`src/cps2_defines.svh`:
```
/* Bus widths and address region constants for the CPS-2 main bus glue
   Included by the package and by every module that decodes the address */
`ifndef CPS2_DEFINES_SVH
`define CPS2_DEFINES_SVH

`define CPS2_ADDR_W  23       // Word address A23..A1
`define CPS2_DATA_W  16
`define CPS2_ROM_W   21       // ROM word address A21..A1
`define CPS2_JOY_W   10
`define CPS2_VOL_W   13       // QSound volume readback

// Region codes on the top bits of the byte address
`define CPS2_ROM_TOP     2'b00      // A[23:22], below 0x400000
`define CPS2_OBJCFG_NIB  4'h4       // A[23:20], writes only
`define CPS2_QS_NIB      4'h6       // A[23:20] and A[19:17] zero
`define CPS2_ORAM_NIB    4'h7       // A[23:20] and page match
`define CPS2_IO_TOP      5'b1000_0  // A[23:19], 0x800000 up to 0x87FFFF
`define CPS2_VRAM_TOP    6'b1001_00 // A[23:18] and A[17:16] not 3
`define CPS2_WRAM_TOP    8'hFF      // A[23:16]

// One wait state below LO or from HI upwards
`define CPS2_SLOW_LO     4'h5
`define CPS2_SLOW_HI     4'h8

// I/O page offsets on A[8:3], PPU selects on A[8:6]
`define CPS2_IO_IN0      6'h00
`define CPS2_IO_IN1      6'h02
`define CPS2_IO_IN2      6'h04
`define CPS2_IO_VOL      6'h06
`define CPS2_IO_OUT      6'h08      // Z80 reset low byte, EEPROM high byte
`define CPS2_IO_OBANK    6'h1C
`define CPS2_IO_PPU1     3'b100
`define CPS2_IO_PPU2     3'b101

`endif

```
`src/cps2_pkg.sv`:
```
/* Shared types of the main bus glue
   Modules pull them in with a wildcard import in their header */
`include "cps2_defines.svh"

package cps2_pkg;

    // Word address, bit 0 of the byte address comes from the strobes
    typedef logic [`CPS2_ADDR_W:1]   addr_t;

    typedef logic [`CPS2_DATA_W-1:0] data_t;

    typedef logic [`CPS2_ROM_W:1]    rom_addr_t;  // ROM word address

    // Cabinet joystick, active low
    // Bits 3:0 directions, 9:4 buttons 1 to 6
    typedef logic [`CPS2_JOY_W-1:0]  joy_t;

    // Any code other than zero is four-button wiring
    typedef enum logic [1:0] {
        but6 = 2'd0,
        but4 = 2'd1
    } joy_mode_e;

    // DTACK generation
    typedef enum logic [2:0] {
        idle,        // No cycle
        select,      // Selects being registered
        wait_ready,  // Waiting on the target
        wait_one,    // Extra wait in slow regions
        ack          // DTACK low until AS rises
    } cycle_state_e;

endpackage

```
`src/cps2_bus_if.sv`:
```
/* 68000-style bus from the master as seen by the glue blocks
   Driven once at the top level, every block only listens */
`timescale 1ns/100ps

interface cps2_bus_if import cps2_pkg::*; ();

    addr_t addr;
    data_t dout;    // Write data from the master
    logic  rnw;
    logic  udsn;    // Upper byte strobe
    logic  ldsn;
    logic  asn;

    // Decoder needs the whole bus
    modport decode (
        input addr, rnw, udsn, ldsn, asn
    );

    // Register writes qualify by select, so no rnw here
    modport regs (
        input addr, dout, udsn, ldsn
    );

    // Slow region check and cycle end
    modport cycle (
        input addr, asn
    );

endinterface

```
`src/cps2_sel_if.sv`:
```
/* Chip selects of one bus cycle
   The address decoder drives them, registers and DTACK logic consume them */
`timescale 1ns/100ps

interface cps2_sel_if ();

    // Region selects
    logic rom_cs, ram_cs, vram_cs, oram_cs, qs_cs;
    // I/O page
    logic in0_cs, in1_cs, in2_cs, vol_cs;
    logic out_cs, eeprom_cs, obank_cs;  // Writes only
    logic objcfg_cs;                    // Object config, writes only
    logic ppu1_cs, ppu2_cs;

    modport decoder (
        output rom_cs, ram_cs, vram_cs, oram_cs, qs_cs,
               in0_cs, in1_cs, in2_cs, vol_cs,
               out_cs, eeprom_cs, obank_cs, objcfg_cs,
               ppu1_cs, ppu2_cs
    );

    modport regs (
        input in0_cs, in1_cs, in2_cs,
              out_cs, eeprom_cs, obank_cs, objcfg_cs
    );

    // What the read mux and ready logic look at
    modport cycle (
        input rom_cs, ram_cs, vram_cs, oram_cs, qs_cs,
              in0_cs, in1_cs, in2_cs, vol_cs, ppu2_cs
    );

endinterface

```
`src/cps2_addr_decode.sv`:
```
/* Address decoder of the main bus
   Region selects are registered while AS is low and cleared between cycles
   I/O page sub-selects follow combinationally from the registered page select */
`timescale 1ns/100ps
`include "cps2_defines.svh"

module cps2_addr_decode import cps2_pkg::*; (
    input  logic          clk,
    input  logic          rst,
    cps2_bus_if.decode    bus,
    cps2_sel_if.decoder   sel,
    input  logic [3:0]    oram_page,   // Object RAM page from oram_base
    output rom_addr_t     rom_addr,
    output addr_t         qs_addr
);

    logic       io_cs;      // Whole I/O page
    logic [5:0] io_off;
    logic       wr_lo;
    logic       wr_hi;

    assign io_off = bus.addr[8:3];
    assign wr_lo  = !bus.rnw && !bus.ldsn;
    assign wr_hi  = !bus.rnw && !bus.udsn;

    always_ff @(posedge clk or posedge rst) begin
        if (rst) begin
            sel.rom_cs    <= 1'b0;
            sel.ram_cs    <= 1'b0;
            sel.vram_cs   <= 1'b0;
            sel.oram_cs   <= 1'b0;
            sel.qs_cs     <= 1'b0;
            sel.objcfg_cs <= 1'b0;
            io_cs         <= 1'b0;
        end else if (!bus.asn) begin
            sel.rom_cs    <= bus.addr[23:22] == `CPS2_ROM_TOP;
            sel.ram_cs    <= bus.addr[23:16] == `CPS2_WRAM_TOP;
            sel.vram_cs   <= bus.addr[23:18] == `CPS2_VRAM_TOP && bus.addr[17:16] != 2'b11;
            sel.oram_cs   <= bus.addr[23:20] == `CPS2_ORAM_NIB
                             && bus.addr[19:16] == oram_page;
            sel.qs_cs     <= bus.addr[23:20] == `CPS2_QS_NIB && bus.addr[19:17] == 3'd0;
            sel.objcfg_cs <= bus.addr[23:20] == `CPS2_OBJCFG_NIB && !bus.rnw;
            io_cs         <= bus.addr[23:19] == `CPS2_IO_TOP;
        end else begin
            sel.rom_cs    <= 1'b0;
            sel.ram_cs    <= 1'b0;
            sel.vram_cs   <= 1'b0;
            sel.oram_cs   <= 1'b0;
            sel.qs_cs     <= 1'b0;
            sel.objcfg_cs <= 1'b0;
            io_cs         <= 1'b0;
        end
    end

    // Memory side addresses, stable for the rest of the cycle
    always_ff @(posedge clk) begin
        if (!bus.asn) begin
            rom_addr <= bus.addr[`CPS2_ROM_W:1];
            qs_addr  <= bus.addr;
        end
    end

    assign sel.ppu1_cs   = io_cs && bus.addr[8:6] == `CPS2_IO_PPU1;  // CPS-A registers
    assign sel.ppu2_cs   = io_cs && bus.addr[8:6] == `CPS2_IO_PPU2;  // CPS-B registers
    assign sel.in0_cs    = io_cs && io_off == `CPS2_IO_IN0;
    assign sel.in1_cs    = io_cs && io_off == `CPS2_IO_IN1;
    assign sel.in2_cs    = io_cs && io_off == `CPS2_IO_IN2;
    assign sel.vol_cs    = io_cs && io_off == `CPS2_IO_VOL;

    // Same word, byte lane picks the register
    assign sel.out_cs    = io_cs && io_off == `CPS2_IO_OUT && wr_lo;
    assign sel.eeprom_cs = io_cs && io_off == `CPS2_IO_OUT && wr_hi;
    assign sel.obank_cs  = io_cs && io_off == `CPS2_IO_OBANK && wr_lo;

endmodule

```
`src/cps2_io_regs.sv`:
```
/* Writable I/O registers and cabinet input words
   Writes land on the acknowledge edge of the bus cycle
   sys_data returns the selected input word to the read mux */
`timescale 1ns/100ps

module cps2_io_regs import cps2_pkg::*; (
    input  logic        clk,
    input  logic        rst,
    cps2_bus_if.regs    bus,
    cps2_sel_if.regs    sel,
    input  logic        wr_en,          // High in the cycle before DTACK falls
    input  joy_mode_e   joymode,
    input  joy_t        joystick1,
    input  joy_t        joystick2,
    input  joy_t        joystick3,
    input  joy_t        joystick4,
    input  logic [3:0]  start_button,
    input  logic [3:0]  coin_input,
    input  logic        service,
    input  logic        dip_test,
    input  logic        eeprom_sdo,
    output data_t       sys_data,
    output logic        eeprom_sclk,
    output logic        eeprom_sdi,
    output logic        eeprom_scs,
    output logic        z80_rstn,
    output logic        obank,
    output data_t       oram_base
);

    data_t in0;
    data_t in1;
    data_t in2;

    always_ff @(posedge clk or posedge rst) begin
        if (rst) begin
            eeprom_scs  <= 1'b0;
            eeprom_sclk <= 1'b0;
            eeprom_sdi  <= 1'b0;
            z80_rstn    <= 1'b0;   // Sound CPU held until the game releases it
            obank       <= 1'b0;
            oram_base   <= '0;
        end else if (wr_en) begin
            if (sel.eeprom_cs) begin
                eeprom_sdi  <= bus.dout[12];
                eeprom_sclk <= bus.dout[13];
                eeprom_scs  <= bus.dout[14];
            end
            if (sel.out_cs)
                z80_rstn <= bus.dout[3];
            if (sel.obank_cs)
                obank <= bus.dout[0];
            if (sel.objcfg_cs && bus.addr[3:1] == 3'd0) begin
                if (!bus.udsn) oram_base[15:8] <= bus.dout[15:8];
                if (!bus.ldsn) oram_base[7:0]  <= bus.dout[7:0];
            end
        end
    end

    // Buttons 4 to 6 move into spare bits on six-button cabinets
    always_ff @(posedge clk) begin
        if (joymode == but6) begin
            in0 <= {1'b1, joystick2[6:0], 1'b1, joystick1[6:0]};
            in1 <= {10'h3ff, joystick2[8:7], 1'b1, joystick1[9:7]};
            in2 <= {coin_input[3], joystick2[9], coin_input[1:0], start_button,
                    5'h1f, service, dip_test, eeprom_sdo};
        end else begin
            in0 <= {joystick2[7:0], joystick1[7:0]};
            in1 <= {joystick4[7:0], joystick3[7:0]};   // Players 3 and 4
            in2 <= {coin_input, start_button, 5'h1f, service, dip_test, eeprom_sdo};
        end
    end

    assign sys_data = sel.in0_cs ? in0 :
                      sel.in1_cs ? in1 :
                      sel.in2_cs ? in2 : 16'hffff;

endmodule

```
`src/cps2_bus_cycle.sv`:
```
/* DTACK generation and read data latch of the main bus
   Waits for the selected target to be ready, adds one wait in slow regions,
   then holds DTACK low with the read word until AS rises */
`timescale 1ns/100ps
`include "cps2_defines.svh"

module cps2_bus_cycle import cps2_pkg::*; (
    input  logic                   clk,
    input  logic                   rst,
    cps2_bus_if.cycle              bus,
    cps2_sel_if.cycle              sel,
    input  data_t                  sys_data,
    input  data_t                  ram_data,
    input  data_t                  rom_data,
    input  data_t                  mmr_dout,
    input  logic [7:0]             qs_din,
    input  logic [`CPS2_VOL_W-1:0] volume,
    input  logic                   ram_ok,
    input  logic                   rom_ok,
    input  logic                   qs_waitn,
    output logic                   dtack_n,
    output logic                   wr_en,
    output data_t                  cpu_din
);

    cycle_state_e state;
    cycle_state_e state_nx;
    logic         slow;
    logic         ready;
    logic         go_ack;
    data_t        rd_mux;

    assign slow  = bus.addr[23:20] < `CPS2_SLOW_LO || bus.addr[23:20] >= `CPS2_SLOW_HI;

    // I/O, OBJCFG and unmapped space never hold the bus
    assign ready = !((sel.rom_cs && !rom_ok)
                  || ((sel.ram_cs || sel.vram_cs || sel.oram_cs) && !ram_ok)
                  || (sel.qs_cs && !qs_waitn));

    always_comb begin
        state_nx = state;
        case (state)
            idle:       if (!bus.asn) state_nx = select;
            select:     state_nx = wait_ready;
            wait_ready: if (ready) state_nx = slow ? wait_one : ack;
            wait_one:   state_nx = ack;
            ack:        state_nx = ack;
            default:    state_nx = idle;
        endcase
        if (bus.asn)
            state_nx = idle;    // Master ended or dropped the cycle
    end

    assign go_ack = state_nx == ack && state != ack;
    assign wr_en  = go_ack;

    always_ff @(posedge clk or posedge rst) begin
        if (rst) begin
            state   <= idle;
            dtack_n <= 1'b1;
        end else begin
            state   <= state_nx;
            dtack_n <= state_nx != ack;
        end
    end

    always_comb begin
        if (sel.in0_cs || sel.in1_cs || sel.in2_cs) rd_mux = sys_data;
        else if (sel.ram_cs || sel.vram_cs || sel.oram_cs) rd_mux = ram_data;
        else if (sel.rom_cs)  rd_mux = rom_data;
        else if (sel.ppu2_cs) rd_mux = mmr_dout;
        else if (sel.vol_cs)  rd_mux = {3'b111, volume};
        else if (sel.qs_cs)   rd_mux = {8'hff, qs_din};   // Byte-wide sound RAM
        else                  rd_mux = 16'hffff;
    end

    // Captured with DTACK and held until the next acknowledge
    always_ff @(posedge clk) begin
        if (go_ack)
            cpu_din <= rd_mux;
    end

endmodule

```
`src/cps2_main_bus.sv`:
```
/* Main CPU bus glue of a CPS-2 style board
   Takes the 68000 bus from an external master, returns DTACK and read data,
   and drives chip selects and I/O register outputs toward the rest of the board */
`timescale 1ns/100ps
`include "cps2_defines.svh"

module cps2_main_bus import cps2_pkg::*; (
    input  logic                   clk,
    input  logic                   rst,
    // CPU bus
    input  addr_t                  addr,
    input  data_t                  cpu_dout,
    input  logic                   rnw,
    input  logic                   udsn,
    input  logic                   ldsn,
    input  logic                   asn,
    output logic                   dtack_n,
    output data_t                  cpu_din,
    // Cabinet inputs
    input  joy_mode_e              joymode,
    input  joy_t                   joystick1,
    input  joy_t                   joystick2,
    input  joy_t                   joystick3,
    input  joy_t                   joystick4,
    input  logic [3:0]             start_button,
    input  logic [3:0]             coin_input,
    input  logic                   service,
    input  logic                   dip_test,
    // ROM and RAM
    output logic                   rom_cs,
    output rom_addr_t              rom_addr,
    input  data_t                  rom_data,
    input  logic                   rom_ok,
    output logic                   ram_cs,
    output logic                   vram_cs,
    output logic                   oram_cs,
    input  data_t                  ram_data,
    input  logic                   ram_ok,
    // Video chips
    output logic                   ppu1_cs,
    output logic                   ppu2_cs,
    input  data_t                  mmr_dout,
    // QSound
    output logic                   qs_cs,
    output addr_t                  qs_addr,
    input  logic [7:0]             qs_din,
    input  logic [`CPS2_VOL_W-1:0] volume,
    input  logic                   qs_waitn,
    output logic                   z80_rstn,
    // Serial EEPROM
    output logic                   eeprom_sclk,
    output logic                   eeprom_sdi,
    output logic                   eeprom_scs,
    input  logic                   eeprom_sdo,
    // Object engine
    output logic                   obank,
    output data_t                  oram_base
);

    cps2_bus_if bus ();
    cps2_sel_if sel ();

    data_t sys_data;    // Input word for the read mux
    logic  wr_en;

    assign bus.addr = addr;
    assign bus.dout = cpu_dout;
    assign bus.rnw  = rnw;
    assign bus.udsn = udsn;
    assign bus.ldsn = ldsn;
    assign bus.asn  = asn;

    assign rom_cs  = sel.rom_cs;
    assign ram_cs  = sel.ram_cs;
    assign vram_cs = sel.vram_cs;
    assign oram_cs = sel.oram_cs;
    assign ppu1_cs = sel.ppu1_cs;
    assign ppu2_cs = sel.ppu2_cs;
    assign qs_cs   = sel.qs_cs;

    // Ports connect by name, object page comes from oram_base
    cps2_addr_decode u_decode (
        .*,
        .oram_page ( oram_base[11:8] )
    );

    cps2_io_regs u_regs (.*);

    cps2_bus_cycle u_cycle (.*);

endmodule

```
`config.mk`:
```
export PLATFORM = sky130hd
export DESIGN_NAME = cps2_main_bus
export DESIGN_NICKNAME = d
export VERILOG_FILES = /design/src/cps2_pkg.sv /design/src/cps2_bus_if.sv /design/src/cps2_sel_if.sv /design/src/cps2_addr_decode.sv /design/src/cps2_io_regs.sv /design/src/cps2_bus_cycle.sv /design/src/cps2_main_bus.sv
export VERILOG_INCLUDE_DIRS = /design/src
export SDC_FILE = /design/constraint.sdc
export NUM_CORES = 1
export LEC_CHECK = 0
export BUFFER_PORTS_ARGS = -buffer_cell sky130_fd_sc_hd__buf_2
export CAP_MARGIN = 20
export CORE_MARGIN = 1
export CORE_UTILIZATION = 40
export CTS_BUF_LIST = sky130_fd_sc_hd__clkbuf_16
export DETAILED_ROUTE_END_ITERATION = 10
export PLACE_DENSITY = 0.8
export SYNTH_ARGS = -nofsm -noshare
export SYNTH_HDL_FRONTEND = slang
export SYNTH_SLANG_ARGS = --single-unit
```
`constraint.sdc`:
```
create_clock -name clk -period 1.85 [get_ports clk]
set_input_delay 0.185 -clock clk [delete_from_list [all_inputs] [get_ports clk]]
set_output_delay 0.185 -clock clk [all_outputs]
set_load 0.01 [all_outputs]
```
# Yosys cells after proc, flatten, opt, wreduce, memory -nomap -nowiden
# Index checks and enable logic that the tools add are counted.
[classes]
n_reduce_logical = 47
n_mux = 22
bitwise_logic = 2
eq_ne = 22
magnitude_cmp = 2
[ops]
columns = ["op", "count"]
rows = [
  ["two-way mux 16 bit", 8],
  ["logical AND 1 bit", 22],
  ["two-way mux 15 bit", 1],
  ["== test 3 bit (second input constant)", 4],
  ["== test 4 x 3 -> 1 bit (second input constant)", 3],
  ["== test 6 x 3 -> 1 bit (second input constant)", 2],
  ["case mux 3 bit (4 select lines)", 1],
  ["logical NOT 3 bit", 3],
  ["two-way mux 3 bit", 3],
  ["== test 8 bit (second input constant)", 1],
  ["two-way mux 8 bit", 1],
  ["logical OR 1 bit", 7],
  ["two-way mux 1 bit", 7],
  ["== test 3 x 2 -> 1 bit (second input constant)", 2],
  ["== test 6 x 2 -> 1 bit (second input constant)", 1],
  ["== test 6 x 4 -> 1 bit (second input constant)", 1],
  ["== test 6 x 5 -> 1 bit (second input constant)", 1],
  ["== test 6 bit (second input constant)", 1],
  ["logical NOT 1 bit", 6],
  ["logical NOT 6 bit", 1],
  ["two-way mux 6 bit", 1],
  ["!= test 3 bit (second input constant)", 2],
  ["AND reduction 2 bit", 3],
  ["AND reduction 3 bit", 2],
  ["other kinds (9)", 11],
]
[totals]
out_inout_bits = 89
word_cells = 119
register_bits = 140

# Logic depth before layout (Yosys ltp)
# Gate-level depths: netlist of the first run.
[logic_depth]
ltp_word = 11
ltp_mapped = 7
mapped_depth_nobuf = 6

# By module
# From an unflattened synthesis of the first run, not the netlist that was laid out.
[unflattened]
cells_unflattened = 433
hier_area_um2 = 4911.0
[modules_own_cells]
columns = ["module", "seq_area_each_um2", "cells_each", "area_per_inst_um2", "instances"]
rows = [
  ["cps2_io_regs", 1386.3, 171, 2137.0, 1],
  ["cps2_bus_cycle", 581.8, 170, 1515.2, 1],
  ["cps2_addr_decode", 865.8, 92, 1258.7, 1],
]

# Worst setup path after synthesis of the first run
# No wires, ideal clock.
[synth_path]
path_type = "reg2reg"
from = "reg u_decode.sel.vram_cs"
to = "reg u_cycle.cpu_din[0], enable pin"
period_less_slack_ns = 2.111
slack_ns = -0.261
arrival_ns = 1.743
required_time_ns = 1.483
path_stages_with_launch = 6
cell_sequence = "dfrtp_1 nor3_4 o221a_2 a21oi_1 or2_2 inv_1"
[synth_between]
elab_chain_cells = 10
[synth_rtl]
columns = ["element", "line_no", "rtl"]
rows = [
  ["start, declared", "cps2_sel_if.sv:16", "output rom_cs, ram_cs, vram_cs, oram_cs, qs_cs,"],
  ["start signal, assigned", "cps2_addr_decode.sv:30", "sel.vram_cs <= 1'b0;"],
  ["start signal, assigned", "cps2_addr_decode.sv:38", "sel.vram_cs <= bus.addr[23:18] == `CPS2_VRAM_TOP && bus.addr[17:16] != 2'b11;"],
  ["start signal, assigned", "cps2_addr_decode.sv:47", "sel.vram_cs <= 1'b0;"],
  ["logical OR 1 bit (2 in a row)", "cps2_bus_cycle.sv:37", "|| ((sel.ram_cs || sel.vram_cs || sel.oram_cs) && !ram_ok)"],
  ["logical AND 1 bit", "cps2_bus_cycle.sv:37", ""],
  ["logical OR 1 bit", "cps2_bus_cycle.sv:37", ""],
  ["logical OR 1 bit", "cps2_bus_cycle.sv:38", "|| (sel.qs_cs && !qs_waitn));"],
  ["two-way mux 3 bit", "cps2_bus_cycle.sv:45", "wait_ready: if (ready) state_nx = slow ? wait_one : ack;"],
  ["case mux 3 bit (4 select lines)", "cps2_bus_cycle.sv:42", "case (state)"],
  ["two-way mux 3 bit", "cps2_bus_cycle.sv:50", "if (bus.asn)"],
  ["== test 3 bit", "cps2_bus_cycle.sv:54", "assign go_ack = state_nx == ack && state != ack;"],
  ["logical AND 1 bit", "cps2_bus_cycle.sv:54", ""],
  ["net u_cycle.wr_en", "cps2_bus_cycle.sv:22", "output logic wr_en,"],
  ["end signal, assigned", "cps2_bus_cycle.sv:80", "cpu_din <= rd_mux;"],
  ["end, declared", "cps2_bus_cycle.sv:23", "output data_t cpu_din"],
]
# The timed path passes the listed nets, and every way through them passes these cells.
# A chain may end at the register's enable or synchronous reset.

# Final worst setup path of the first run
[layout_path]
from = "reg u_cycle.state[2]"
to = "reg u_regs.z80_rstn"
[layout_between]
elab_chain_cells = 7
[layout_rtl]
columns = ["element", "line_no", "rtl"]
rows = [
  ["start, declared", "cps2_bus_cycle.sv:26", "cycle_state_e state;"],
  ["start signal, assigned", "cps2_bus_cycle.sv:59", "state <= idle;"],
  ["start signal, assigned", "cps2_bus_cycle.sv:62", "state <= state_nx;"],
  ["== test 3 x 2 -> 1 bit / == test 3 bit (equally long branches)", "cps2_bus_cycle.sv:42", ""],
  ["OR reduction 2 bit (no source line)", "--", ""],
  ["case mux 3 bit (4 select lines)", "cps2_bus_cycle.sv:42", ""],
  ["two-way mux 3 bit", "cps2_bus_cycle.sv:50", ""],
  ["== test 3 bit", "cps2_bus_cycle.sv:54", ""],
  ["logical AND 1 bit *", "cps2_bus_cycle.sv:54", ""],
  ["AND reduction 2 bit (no source line) *", "--", ""],
  ["end signal, assigned", "cps2_io_regs.sv:50", "z80_rstn <= bus.dout[3];"],
  ["end, declared", "cps2_io_regs.sv:26", "output logic z80_rstn,"],
]
# Mark *: on every way between the ends. The rest lies on a longest branch, timed or not.

==> summary.md, run 1 <==
| Metric | Value |
|---|---|
| Setup Viol. Count Final | 9 |
| # diodes | 0 |
| Via count | 4941 |
| Cells after Synth | 425 |
| Area leader, netlist | edfxtp_1 |
| Yosys cell types | a little under 60 |
| Die X | 113.2 um |
| Post-route DRC | 0 |
| Slew Limit Fails | 0 |
| Total congestion overflow | 0 |
| CP startpoint | u_cycle.state[2]$_DFF_PP0_ |
| Die Height | 113.2 um |
| Nets | 932 |
| Final period utilization | 1.074 |
| ANT nets after route | 0 |
| Pwr Density | approximately 830 nW/um^2 |
| Req. time, crit path | between 2 and 2.5 ns |
| Initial antenna violation count | 0 |
| Slack of the critical path | -0.1361 ns |
| RSZ-0062 raised after global routing | true |
| Post-DR wirelength/cell | ~19 um |
| Most area-consuming cells after synthesis | edfxtp_1, dfxtp_1, dfrtp_1 |
| Share of the synthesized area in the top cell type | 0.2370 |
| Final Hold Fails | 0 |
| Critical path arrival | approximately 2.3 ns |
| Async S/R FF share, synth | 0.2807 |
| Routability cong. | between 0.8 and 0.9 |
| Skew final | ~0.0083 ns |
| Predominant post-synthesis flop cell | dfxtp_1 |
| Initial Utilization | 0.4115 |
| IR drop worst, VDD | between 0.6 and 0.7 mV |
| Flops & latches, synth | approximately 110 |
| Port Buf Inserts | approximately 250 |
| Placed Cells incl. Taps | 821 |
| Register area share after synthesis | 0.5734 |
| Hold path start | cpu_dout[10] |
| YS warnings | 0 |
| Max-Cap Viols | 0 |
| Post-Syn Area | around 4900 sq um |
| Post-route non-filler standard cell count | between 900 and 1000 |
| Total track usage | 0.2705 |
| FP Rows | 40 |
| Pre-CTS setup slack | -0.1821 ns |
| Min Tclk post-route | about 2 ns |
| Post-layout total power | 6.610 mW |
| Worst-Skew Late Latency | 0.41 ns |
| Reg2Reg Depth | 5 |
| Post-DP HPWL | between 10000 and 15000 um |
| Detailed Routing Iterations Pass 1 | 5 |
| Htree depth | 4 |
| Syn Area/Cell | approximately 12 sq um |
| Vias in the first global route | between 4000 and 5000 |
| Starting DRT DRC Count | roughly 450 |
| Clock buffer depth | 2 |
| Fraction of layout cells with a size suffix above 1 | 0.5226 |
| Worst setup SP type | register |
| Hold path depth | 2 |
| Root Driver | clkbuf_16 |
| Wirelength, routed | between 15000 and 20000 um |
| Final core utilization | 0.6620 |
| Outcome | finished with violations |
| Die area | around 13000 sq um |
| First-pass GRT wire length | between 20000 and 30000 um |
| Clock slew at reported path FFs | 0.05 ns |
| Failing checks | negative setup slack |
| Number of flops mapped to enable cells by yosys | 39 |
| Largest net degree at the start of global routing | 33 |
| Core ar. | about 12000 sq um |
| Reg2Reg Launch Point | u_cycle.state[2]$_DFF_PP0_ |
| Crit Path Category | reg2reg |
| CTS Buf Count | 17 |
| Crit end category | register |
| Hold/Removal Path Class | in2reg |
| Leakage | between 3 and 4 nW |
| Slew Limit Headroom | 0.7043 |
| FMAX | 503.5 MHz |
| CTS tree | yes |
| Syn-to-layout area delta | 60.89% |
| Worst Tran Pin Value | between 0.4 and 0.5 ns |
| Num ports | roughly 260 |
| Clk sinks | around 110 |
| Post-Syn Nets | slightly below 600 |
| Worst-path fanout max | 2 |
| Via-per-instance ratio | about 5.4 |
[metal layers]
layer  part of all wire  vias to the layer above  global-route usage  routed length, um
met5                  0                        -                   0                  0
met3              0.071                       44             0.06642               1249
met4              0.032                        0              0.1325                565
met1               0.40                     2369              0.3320               6993
li1                   -                     2260                   -                  -
met2               0.50                      268              0.4462               8742
[stage by stage]
step / hold WS [ns] / TNS, ns / cell area, sq um
2_1_floorplan: 0.2127 / -2.311 / 4981
3_3_place_gp: 0.2745 / -0.8126 / 6519
3_5_place_dp: 0.2851 / -1.585 / 6519
4_1_cts: 0.0009015 / -0.9680 / 7747
5_1_grt: 0.003580 / -2.194 / 7951
6_report: 0.01409 / -1.042 / 7951
[critical path: stages (launching register included)]
cell and delay (ns):
dfrtp_1 0.39, or3b_4 0.38, or2_4 0.25, or4_4 0.44, nor2_4 0.11, mux2_4 0.30
[cell usage in the layout (no fill, tap or decap), types with 6 or more instances in the layout]
master and n:
clkinv_2 6, buf_4 32, dlygate4sd3_1 61, a21oi_1 13, or3_1 7, o211ai_1 10, or2_2 13, dfxtp_1 43
nand2b_1 7, edfxtp_1 39, nor3_1 7, inv_1 8, clkbuf_16 18, o21ai_0 10, a221oi_1 6, buf_2 255
o22ai_1 11, nand2_1 27, nor2_1 27, mux2_4 18, mux2_2 18, dfrtp_1 31
[logic make-up (layout without fill, tap and decap cells)]
logic type	Yosys count	after routing	synth area share
and+or+nand+nor	129	129	0.1443
buffers and inverters	46	396	0.05114
xor gates and xnor gates	4	4	0.007090
muxes	40	40	0.09013
DFF	114	114	0.5734
AOI/OAI and AO/OA	92	92	0.1339
[synthesized netlist by cell type (3+ instances only)]
master / instances
or2_2: 14
dfrtp_1: 31
o221ai_1: 5
xnor2_1: 3
clkbuf_1: 14
a21oi_1: 15
nand2b_1: 7
mux2i_1: 4
nor2_1: 31
o22ai_1: 11
a221oi_1: 8
inv_1: 6
a2bb2oi_1: 4
nand3_1: 3
or3_1: 8
o32ai_1: 5
buf_1: 4
o21ai_0: 10
nand4_1: 3
nor3_1: 8
nand3b_1: 5
buf_4: 21
nor4_1: 4
o211ai_1: 10
nand2_1: 27
a211oi_1: 6
mux2_2: 35
dfxtp_1: 43
edfxtp_1: 39
a22oi_1: 3
[flip-flops by register name (all words and copies together), names as in the netlist]
register / flops
u_decode.qs_addr: 23
u_cycle.cpu_din: 16
u_regs.in0: 16
u_regs.in1: 16
u_regs.oram_base: 16
u_regs.in2: 11
u_cycle.state: 3
u_cycle.dtack_n: 1
u_decode.io_cs: 1
u_decode.sel.objcfg_cs: 1
u_decode.sel.oram_cs: 1
u_decode.sel.qs_cs: 1
u_decode.sel.ram_cs: 1
u_decode.sel.rom_cs: 1
u_decode.sel.vram_cs: 1
u_regs.eeprom_sclk: 1
u_regs.eeprom_scs: 1
u_regs.eeprom_sdi: 1
u_regs.obank: 1
u_regs.z80_rstn: 1
[report_power, final]
group	total (mW)	internal, mW	switching (mW)
combinational	0.785	0.411	0.374
clock	3.04	1.94	1.11
sequential	2.78	2.73	0.0541
[final timing paths]
kind	end	slack, ns
min	u_regs.oram_base[10]$_DFFE_PP0P_	0.01
min in group asynchronous	u_regs.oram_base[2]$_DFFE_PP0P_	0.41
max	u_regs.z80_rstn$_DFFE_PP0P_	-0.14
max in group asynchronous	u_cycle.dtack_n$_DFF_PP1_	1.11
max reg2reg	u_regs.z80_rstn$_DFFE_PP0P_	-0.14
min reg2reg	u_regs.obank$_DFFE_PP0P_	0.51
[repair_timing]
| action | in CTS | in global routing |
|---|---|---|
| pin swaps | 2 | 8 |
| cloned | 0 | 2 |
| endpoints found under the hold margin | 91 | 0 |
| buffers inserted | 1 | 6 |
| endpoints found under the setup margin | 38 | 51 |
| gates resized for setup | 14 | 32 |
| hold buffers | 61 | 0 |
[final cells by class]
class | count | area, sq um
fillers | 902 | 4060
clock buffers | 17 | 425.4
inverters | 6 | 26.28
clock inverters | 15 | 128.9
flip-flops and latches | 114 | 2834
repair buffers | 358 | 2292
well taps | 147 | 183.9
multi-input cells | 265 | 2061
Note: power is estimated with default switching activity, not from simulation.
==> run 2: changes to the inputs <==
==> constraint.sdc (replaced) <==
create_clock -name clk -period 1.85 [get_ports clk]
set_input_delay 0.185 -clock clk [delete_from_list [all_inputs] [get_ports clk]]
set_output_delay 0.185 -clock clk [all_outputs]
set_load 0.1 [all_outputs]
==> run 2 against run 1 <==
Effect of this change:
- the flow still finishes with violations (negative setup slack)
- die area is the same
- first-iteration DRC count shrank 23%
- highest routed layer is now met5
- cell count shrank 0.33%
- design area shrank 0.91%
- combinational power grew 73%
- sequential share of layout area grew 0.53 points
- largest cell class unchanged
==> summary.md, run 2 (synthesis gave the netlist of run 1 again) <==
| Metric | Value |
|---|---|
| Outcome | finished with violations |
| Failing checks | negative setup slack |
| GR Util met1 | 0.3160 (-0.01593) |
| Crit end category | register |
| Placed cell area | 6576 sq um (+0.88%) |
| Root Driver | clkbuf_16 |
| Post-DR wirelength/cell | 18.99 um (-0.23%) |
| Slew Limit Fails | 0 (unchanged) |
| Skew final | 0.006318 ns (-0.001958 ns) |
| FP Rows | 40 (unchanged) |
| Final period utilization | 1.040 (-0.03368) |
| RSZ-0062 raised after global routing | true |
| FMAX | 519.8 MHz (+3.2%) |
| Via count | 4901 (-0.81%) |
| Via-per-instance ratio | 5.333 (-0.49%) |
| Crit Path Category | reg2reg |
| Clock slew at reported path FFs | 0.05 ns (about the same) |
| Worst Tran Pin Value | 0.5093 ns (+0.07695 ns) |
| Nets | 927 (-0.54%) |
| Most common cell after layout, fill and taps aside | buf_2 |
| Final Hold Fails | 0 (unchanged) |
| Die X | 113.2 um (unchanged) |
| Critical path arrival | 2.22 ns (-0.06 ns) |
| Total track usage | 0.2698 (-0.0007418) |
| Req. time, crit path | 2.14 ns (about the same) |
| Post-layout total power | 7.014 mW (+6.1%) |
| Most frequent cells in the layout | buf_2, dlygate4sd3_1, dfxtp_1, edfxtp_1, buf_4 |
| Clock buffer depth | 2 (unchanged) |
| Post-DP HPWL | 12030 um (-2.4%) |
| Total congestion overflow | 0 (unchanged) |
| Initial antenna violation count | 3 (+3) |
| Setup Viol. Count Final | 9 (unchanged) |
| Starting DRT DRC Count | 350 (-23%) |
| Slew Limit Headroom | 0.6604 (-0.04385) |
| Max reg flops | 23 (unchanged) |
| Hold/Removal Path Class | in2reg |
| Initial Utilization | 0.4115 (unchanged) |
| Clk sinks | 114 (unchanged) |
| Met3 usage in global routing | 0.06749 (+0.001071) |
| Min Tclk post-route | 1.924 ns (-0.06231 ns) |
| Worst-path fanout max | 2 (unchanged) |
| Post-route DRC | 0 (unchanged) |
| First-pass GRT wire length | 25740 um (-0.34%) |
| Syn-to-layout area delta | 59.42% |
| Vias in the first global route | 4924 (+0.82%) |
| Leakage | 3.613 nW (-1.3%) |
| Htree depth | 4 (unchanged) |
| Met2 Usage GRT | 0.4609 (+0.01472) |
| CTS tree | yes |
| Biggest register | u_decode.qs_addr |
| Reg2Reg Depth | 5 (unchanged) |
| Design Area, Final | 7879 sq um (-0.91%) |
| Wirelength, routed | 17450 um (-0.55%) |
| Fraction of layout cells with a size suffix above 1 | 0.5247 (+0.002095) |
| Pre-CTS setup slack | -0.08436 ns (+0.09774 ns) |
| Layer with the highest usage | met2 |
| Pwr Density | 890.3 nW/um^2 (+7.1%) |
| Max-Cap Viols | 0 (unchanged) |
| Slack of the critical path | -0.07377 ns (+0.06231 ns) |
| ANT nets after route | 0 (unchanged) |
| IR drop worst, VDD | 0.4576 mV (-30%) |
| Core ar. | 12010 sq um (unchanged) |
| Hold path depth | 2 (unchanged) |
| CTS Buf Count | 17 (unchanged) |
| Detailed Routing Iterations Pass 1 | 6 (+1) |
| Worst-Skew Late Latency | 0.41 ns (about the same) |
| Die Height | 113.2 um (unchanged) |
| Largest net degree at the start of global routing | 33 (unchanged) |
| Routability cong. | 0.8888 (+2.2%) |
| Num ports | 259 (unchanged) |
| Die area | 12800 sq um (unchanged) |
| Worst setup SP type | register |
| Port Buf Inserts | 254 (unchanged) |
| Final hold slack | 0.01570 ns (+0.001609 ns) |
## run 2: cell count changes in the layout (fill, tap and decap cells not counted), moves of 4 or more
cell / before / now
buf_4: 32 / 38
mux2_2: 18 / 24
mux2_4: 18 / 12
dfrtp_1: 31 / 26
dlygate4sd3_1: 61 / 56
a221oi_1: 6 / 2
a221oi_2: 2 / 6
dfrtp_4: 0 / 4
## run 2: path summary, 6_finish.rpt
| kind | startpoint | endpoint | slack, ns |
|---|---|---|---|
| hold reg to reg | u_regs.oram_base[15]$_DFFE_PP0P_ | u_regs.oram_base[15]$_DFFE_PP0P_ | 0.50 |
| setup reg to reg | u_cycle.state[2]$_DFF_PP0_ | u_regs.z80_rstn$_DFFE_PP0P_ | -0.07 |
| min in group asynchronous | rst | u_regs.oram_base[3]$_DFFE_PP0P_ | 0.43 |
| setup / recovery | u_cycle.state[2]$_DFF_PP0_ | u_regs.z80_rstn$_DFFE_PP0P_ | -0.07 |
| hold / removal | cpu_dout[10] | u_regs.oram_base[10]$_DFFE_PP0P_ | 0.02 |
| max in group asynchronous | rst | u_decode.sel.vram_cs$_DFF_PP0_ | 1.08 |
## run 2: metrics by stage
step	TNS, ns	cells	util
after global placement	-0.6273	825	0.5475
after global routing	-2.185	918	0.6557
after floorplan	-9.781	425	-
after CTS	-0.4139	916	0.6466
final	-0.4507	919	0.6559
after detailed placement	-0.8377	825	0.5475
## run 2: final cells by class
cell class	count	area, sq um
Fill cell	939	4133
Sequential cell	114	2850
Timing Repair Buffer	353	2221
Multi-Input combinational cell	265	2059
Clock buffer	19	475.5
Tap cell	147	183.9
Clock inverter	13	53.80
Inverter	6	30.03
Antenna cell	2	5.005
## run 2: critical path, stage by stage (launching register included)
cell     delay, ns
dfrtp_1       0.37
or3b_4        0.37
or2_4         0.24
or4_4         0.43
nor2_4        0.10
mux2_4        0.30
## run 2: power breakdown
part	leakage (nW)	switching (mW)	internal, mW	total (mW)
Clock	0.283	1.06	1.81	2.87
Combinational	2.18	0.961	0.400	1.36
Sequential	1.15	0.0514	2.73	2.78
Total	3.61	2.08	4.94	7.01
## run 2: timing repair
action / CTS / global route
endpoints found under the setup margin: 16 / 54
endpoints found under the hold margin: 86 / 0
hold buffers: 56 / 0
setup buffers: 3 / 2
pin swaps: 5 / 6
gates resized for setup: 18 / 19
## run 2: metal layers
layer	vias up	wire, um
li1	2242	-
met5	-	13
met4	2	505
met2	289	8950
met3	49	1233
met1	2319	6750
==> run 3: changes to the inputs <==
--- a/config.mk
+++ b/config.mk
@@ -16,3 +16,4 @@
 export SYNTH_ARGS = -nofsm -noshare
 export SYNTH_HDL_FRONTEND = slang
 export SYNTH_SLANG_ARGS = --single-unit
+export TNS_END_PERCENT = 30
==> run 3 against run 2 <==
Effect of this change:
- global-route usage is 0.16 points higher
- critical endpoint unchanged
- critical path depth stayed put
- die area stayed put
- non-clock buffer count is 8 higher
- total power is 2.4% higher
- the run still ends with negative setup slack left
- critical path type unchanged
- worst hold slack worse by 0.0018 ns
==> summary.md, run 3 (synthesis gave the netlist of run 1 again) <==
| Metric | Value |
|---|---|
| Syn-to-layout area delta | 61.72% |
| Crit Path Category | reg2reg |
| Worst Tran Pin Value | 0.5130 ns (+0.003681 ns) |
| Post-DP HPWL | 11900 um (-1.0%) |
| Num ports | 259 (unchanged) |
| Die area | 12800 sq um (unchanged) |
| Worst setup SP type | register |
| Filler Cells Inserted | 903 (-3.8%) |
| Initial Utilization | 0.4115 (unchanged) |
| Via count | 5000 (+2.0%) |
| Max reg flops | 23 (unchanged) |
| IR drop worst, VDD | 0.4487 mV (-1.9%) |
| Post-DR wirelength/cell | 18.92 um (-0.35%) |
| Largest net degree at the start of global routing | 33 (unchanged) |
| Leakage | 3.652 nW (+1.1%) |
| Worst-Skew Late Latency | 0.42 ns (about the same) |
| First-pass GRT wire length | 26080 um (+1.3%) |
| Root Driver | clkbuf_16 |
| Initial antenna violation count | 1 (-2) |
| Critical path arrival | 2.28 ns (+0.06 ns) |
| Hold path start | cpu_dout[9] |
| Setup Viol. Count Final | 32 (+23) |
| Die Height | 113.2 um (unchanged) |
| Most frequent cells in the layout | buf_2, dlygate4sd3_1, dfxtp_1, edfxtp_1, buf_4 |
| ANT nets after route | 0 (unchanged) |
| Detailed Routing Iterations Pass 1 | 5 (-1) |
| Final period utilization | 1.070 (+0.03012) |
| Via-per-instance ratio | 5.400 (+1.2%) |
| Total congestion overflow | 0 (unchanged) |
| Core ar. | 12010 sq um (unchanged) |
| Crit end category | register |
| Post-route DRC | 0 (unchanged) |
| CTS Buf Count | 17 (unchanged) |
| Pre-CTS setup slack | -0.1558 ns (-0.07147 ns) |
| Clock slew at reported path FFs | 0.05 ns (about the same) |
| Max-Cap Viols | 0 (unchanged) |
| Total track usage | 0.2713 (+0.001557) |
| Slew Limit Headroom | 0.6603 (about the same) |
| Worst-path fanout max | 2 (unchanged) |
| FMAX | 505.2 MHz (-2.8%) |
| Outcome | finished with violations |
| RSZ-0062 raised after global routing | true |
| Clk sinks | 114 (unchanged) |
| Final hold slack | 0.01391 ns (-0.001789 ns) |
| Fraction of layout cells with a size suffix above 1 | 0.5283 (+0.003602) |
| Wirelength, routed | 17520 um (+0.41%) |
| Die X | 113.2 um (unchanged) |
| Biggest register | u_decode.qs_addr |
| Port Buf Inserts | 254 (unchanged) |
| Vias in the first global route | 5006 (+1.7%) |
| Hold/Removal Path Class | in2reg |
| Starting DRT DRC Count | 370 (+5.7%) |
| Final Hold Fails | 0 (unchanged) |
| CP startpoint | u_cycle.state[2]$_DFF_PP0_ |
| Skew final | 0.008231 ns (+0.001913 ns) |
| Failing checks | negative setup slack |
| Pwr Density | 898.8 nW/um^2 (+0.96%) |
| Clock buffer depth | 2 (unchanged) |
| Reg2Reg Launch Point | u_cycle.state[2]$_DFF_PP0_ |
| Slew Limit Fails | 0 (unchanged) |
| Req. time, crit path | 2.15 ns (about the same) |
| Htree depth | 4 (unchanged) |
| Most common cell after layout, fill and taps aside | buf_2 |
| Routability cong. | 0.8510 (-4.3%) |
| CTS tree | yes |
| Post-layout total power | 7.184 mW (+2.4%) |
| Nets | 935 (+0.86%) |
| Min Tclk post-route | 1.979 ns (+0.05572 ns) |
| Slack of the critical path | -0.1295 ns (-0.05572 ns) |
| FP Rows | 40 (unchanged) |
==> run 3: critical path, stage by stage (launching register included) <==
cell,delay [ns]
dfrtp_1,0.38
or3b_4,0.39
or2_4,0.26
or4_4,0.44
nor2_4,0.10
mux2_4,0.29
==> run 3: repair_timing <==
item	CTS	global route
hold buffers	59	0
pin swaps	7	6
resized for setup	22	26
endpoints found under the hold margin	88	0
cloned	0	1
buffers inserted	5	4
endpoints found under the setup margin	44	53
==> run 3: area by class of cell <==
class / count / area (sq um) / share of cell area
Sequential cell: 114 / 2850 / 0.3566
Clock buffer: 20 / 500.5 / 0.06262
Multi-Input combinational cell: 265 / 2038 / 0.2550
Tap cell: 147 / 183.9 / 0.02301
Timing Repair Buffer: 361 / 2327 / 0.2912
Inverter: 6 / 30.03 / 0.003757
Antenna cell: 1 / 2.502 / 0.0003131
Clock inverter: 12 / 60.06 / 0.007514
==> run 3: routing by layer <==
layer / wire, um / GRT usage / vias up / share of wire
met5: 0 / 0 / - / 0
met4: 749 / 0.1596 / 0 / 0.043
met3: 1125 / 0.04553 / 71 / 0.064
met2: 8852 / 0.4654 / 302 / 0.51
met1: 6797 / 0.3207 / 2370 / 0.39
li1: - / - / 2257 / -
==> run 3: report_power, final <==
part | internal [mW] | switching, mW | total [mW]
Sequential | 2.73 | 0.0542 | 2.78
Clock | 1.91 | 1.13 | 3.04
Combinational | 0.405 | 0.953 | 1.36
Total | 5.05 | 2.14 | 7.18
==> run 3: path summary, 6_finish.rpt <==
path / endpoint / slack [ns] / cells past startpoint
setup / recovery: u_regs.z80_rstn$_DFFE_PP0P_ / -0.13 / 5
hold / removal: u_regs.oram_base[9]$_DFFE_PP0P_ / 0.01 / 2
setup reg to reg: u_regs.z80_rstn$_DFFE_PP0P_ / -0.13 / 5
hold reg to reg: u_regs.oram_base[15]$_DFFE_PP0P_ / 0.50 / 1
max in group asynchronous: u_cycle.dtack_n$_DFF_PP1_ / 1.11 / 4
min in group asynchronous: u_regs.oram_base[7]$_DFFE_PP0P_ / 0.42 / 4
==> run 3: stage by stage <==
stage | utilization | std cells | area, sq um | setup TNS [ns]
3_3_place_gp | 0.5461 | 825 | 6560 | -0.8829
6_report | 0.6654 | 926 | 7993 | -1.225
4_1_cts | 0.6535 | 921 | 7850 | -1.360
2_1_floorplan | - | 425 | 4966 | -11.85
3_5_place_dp | 0.5461 | 825 | 6560 | -3.176
5_1_grt | 0.6654 | 926 | 7993 | -3.358
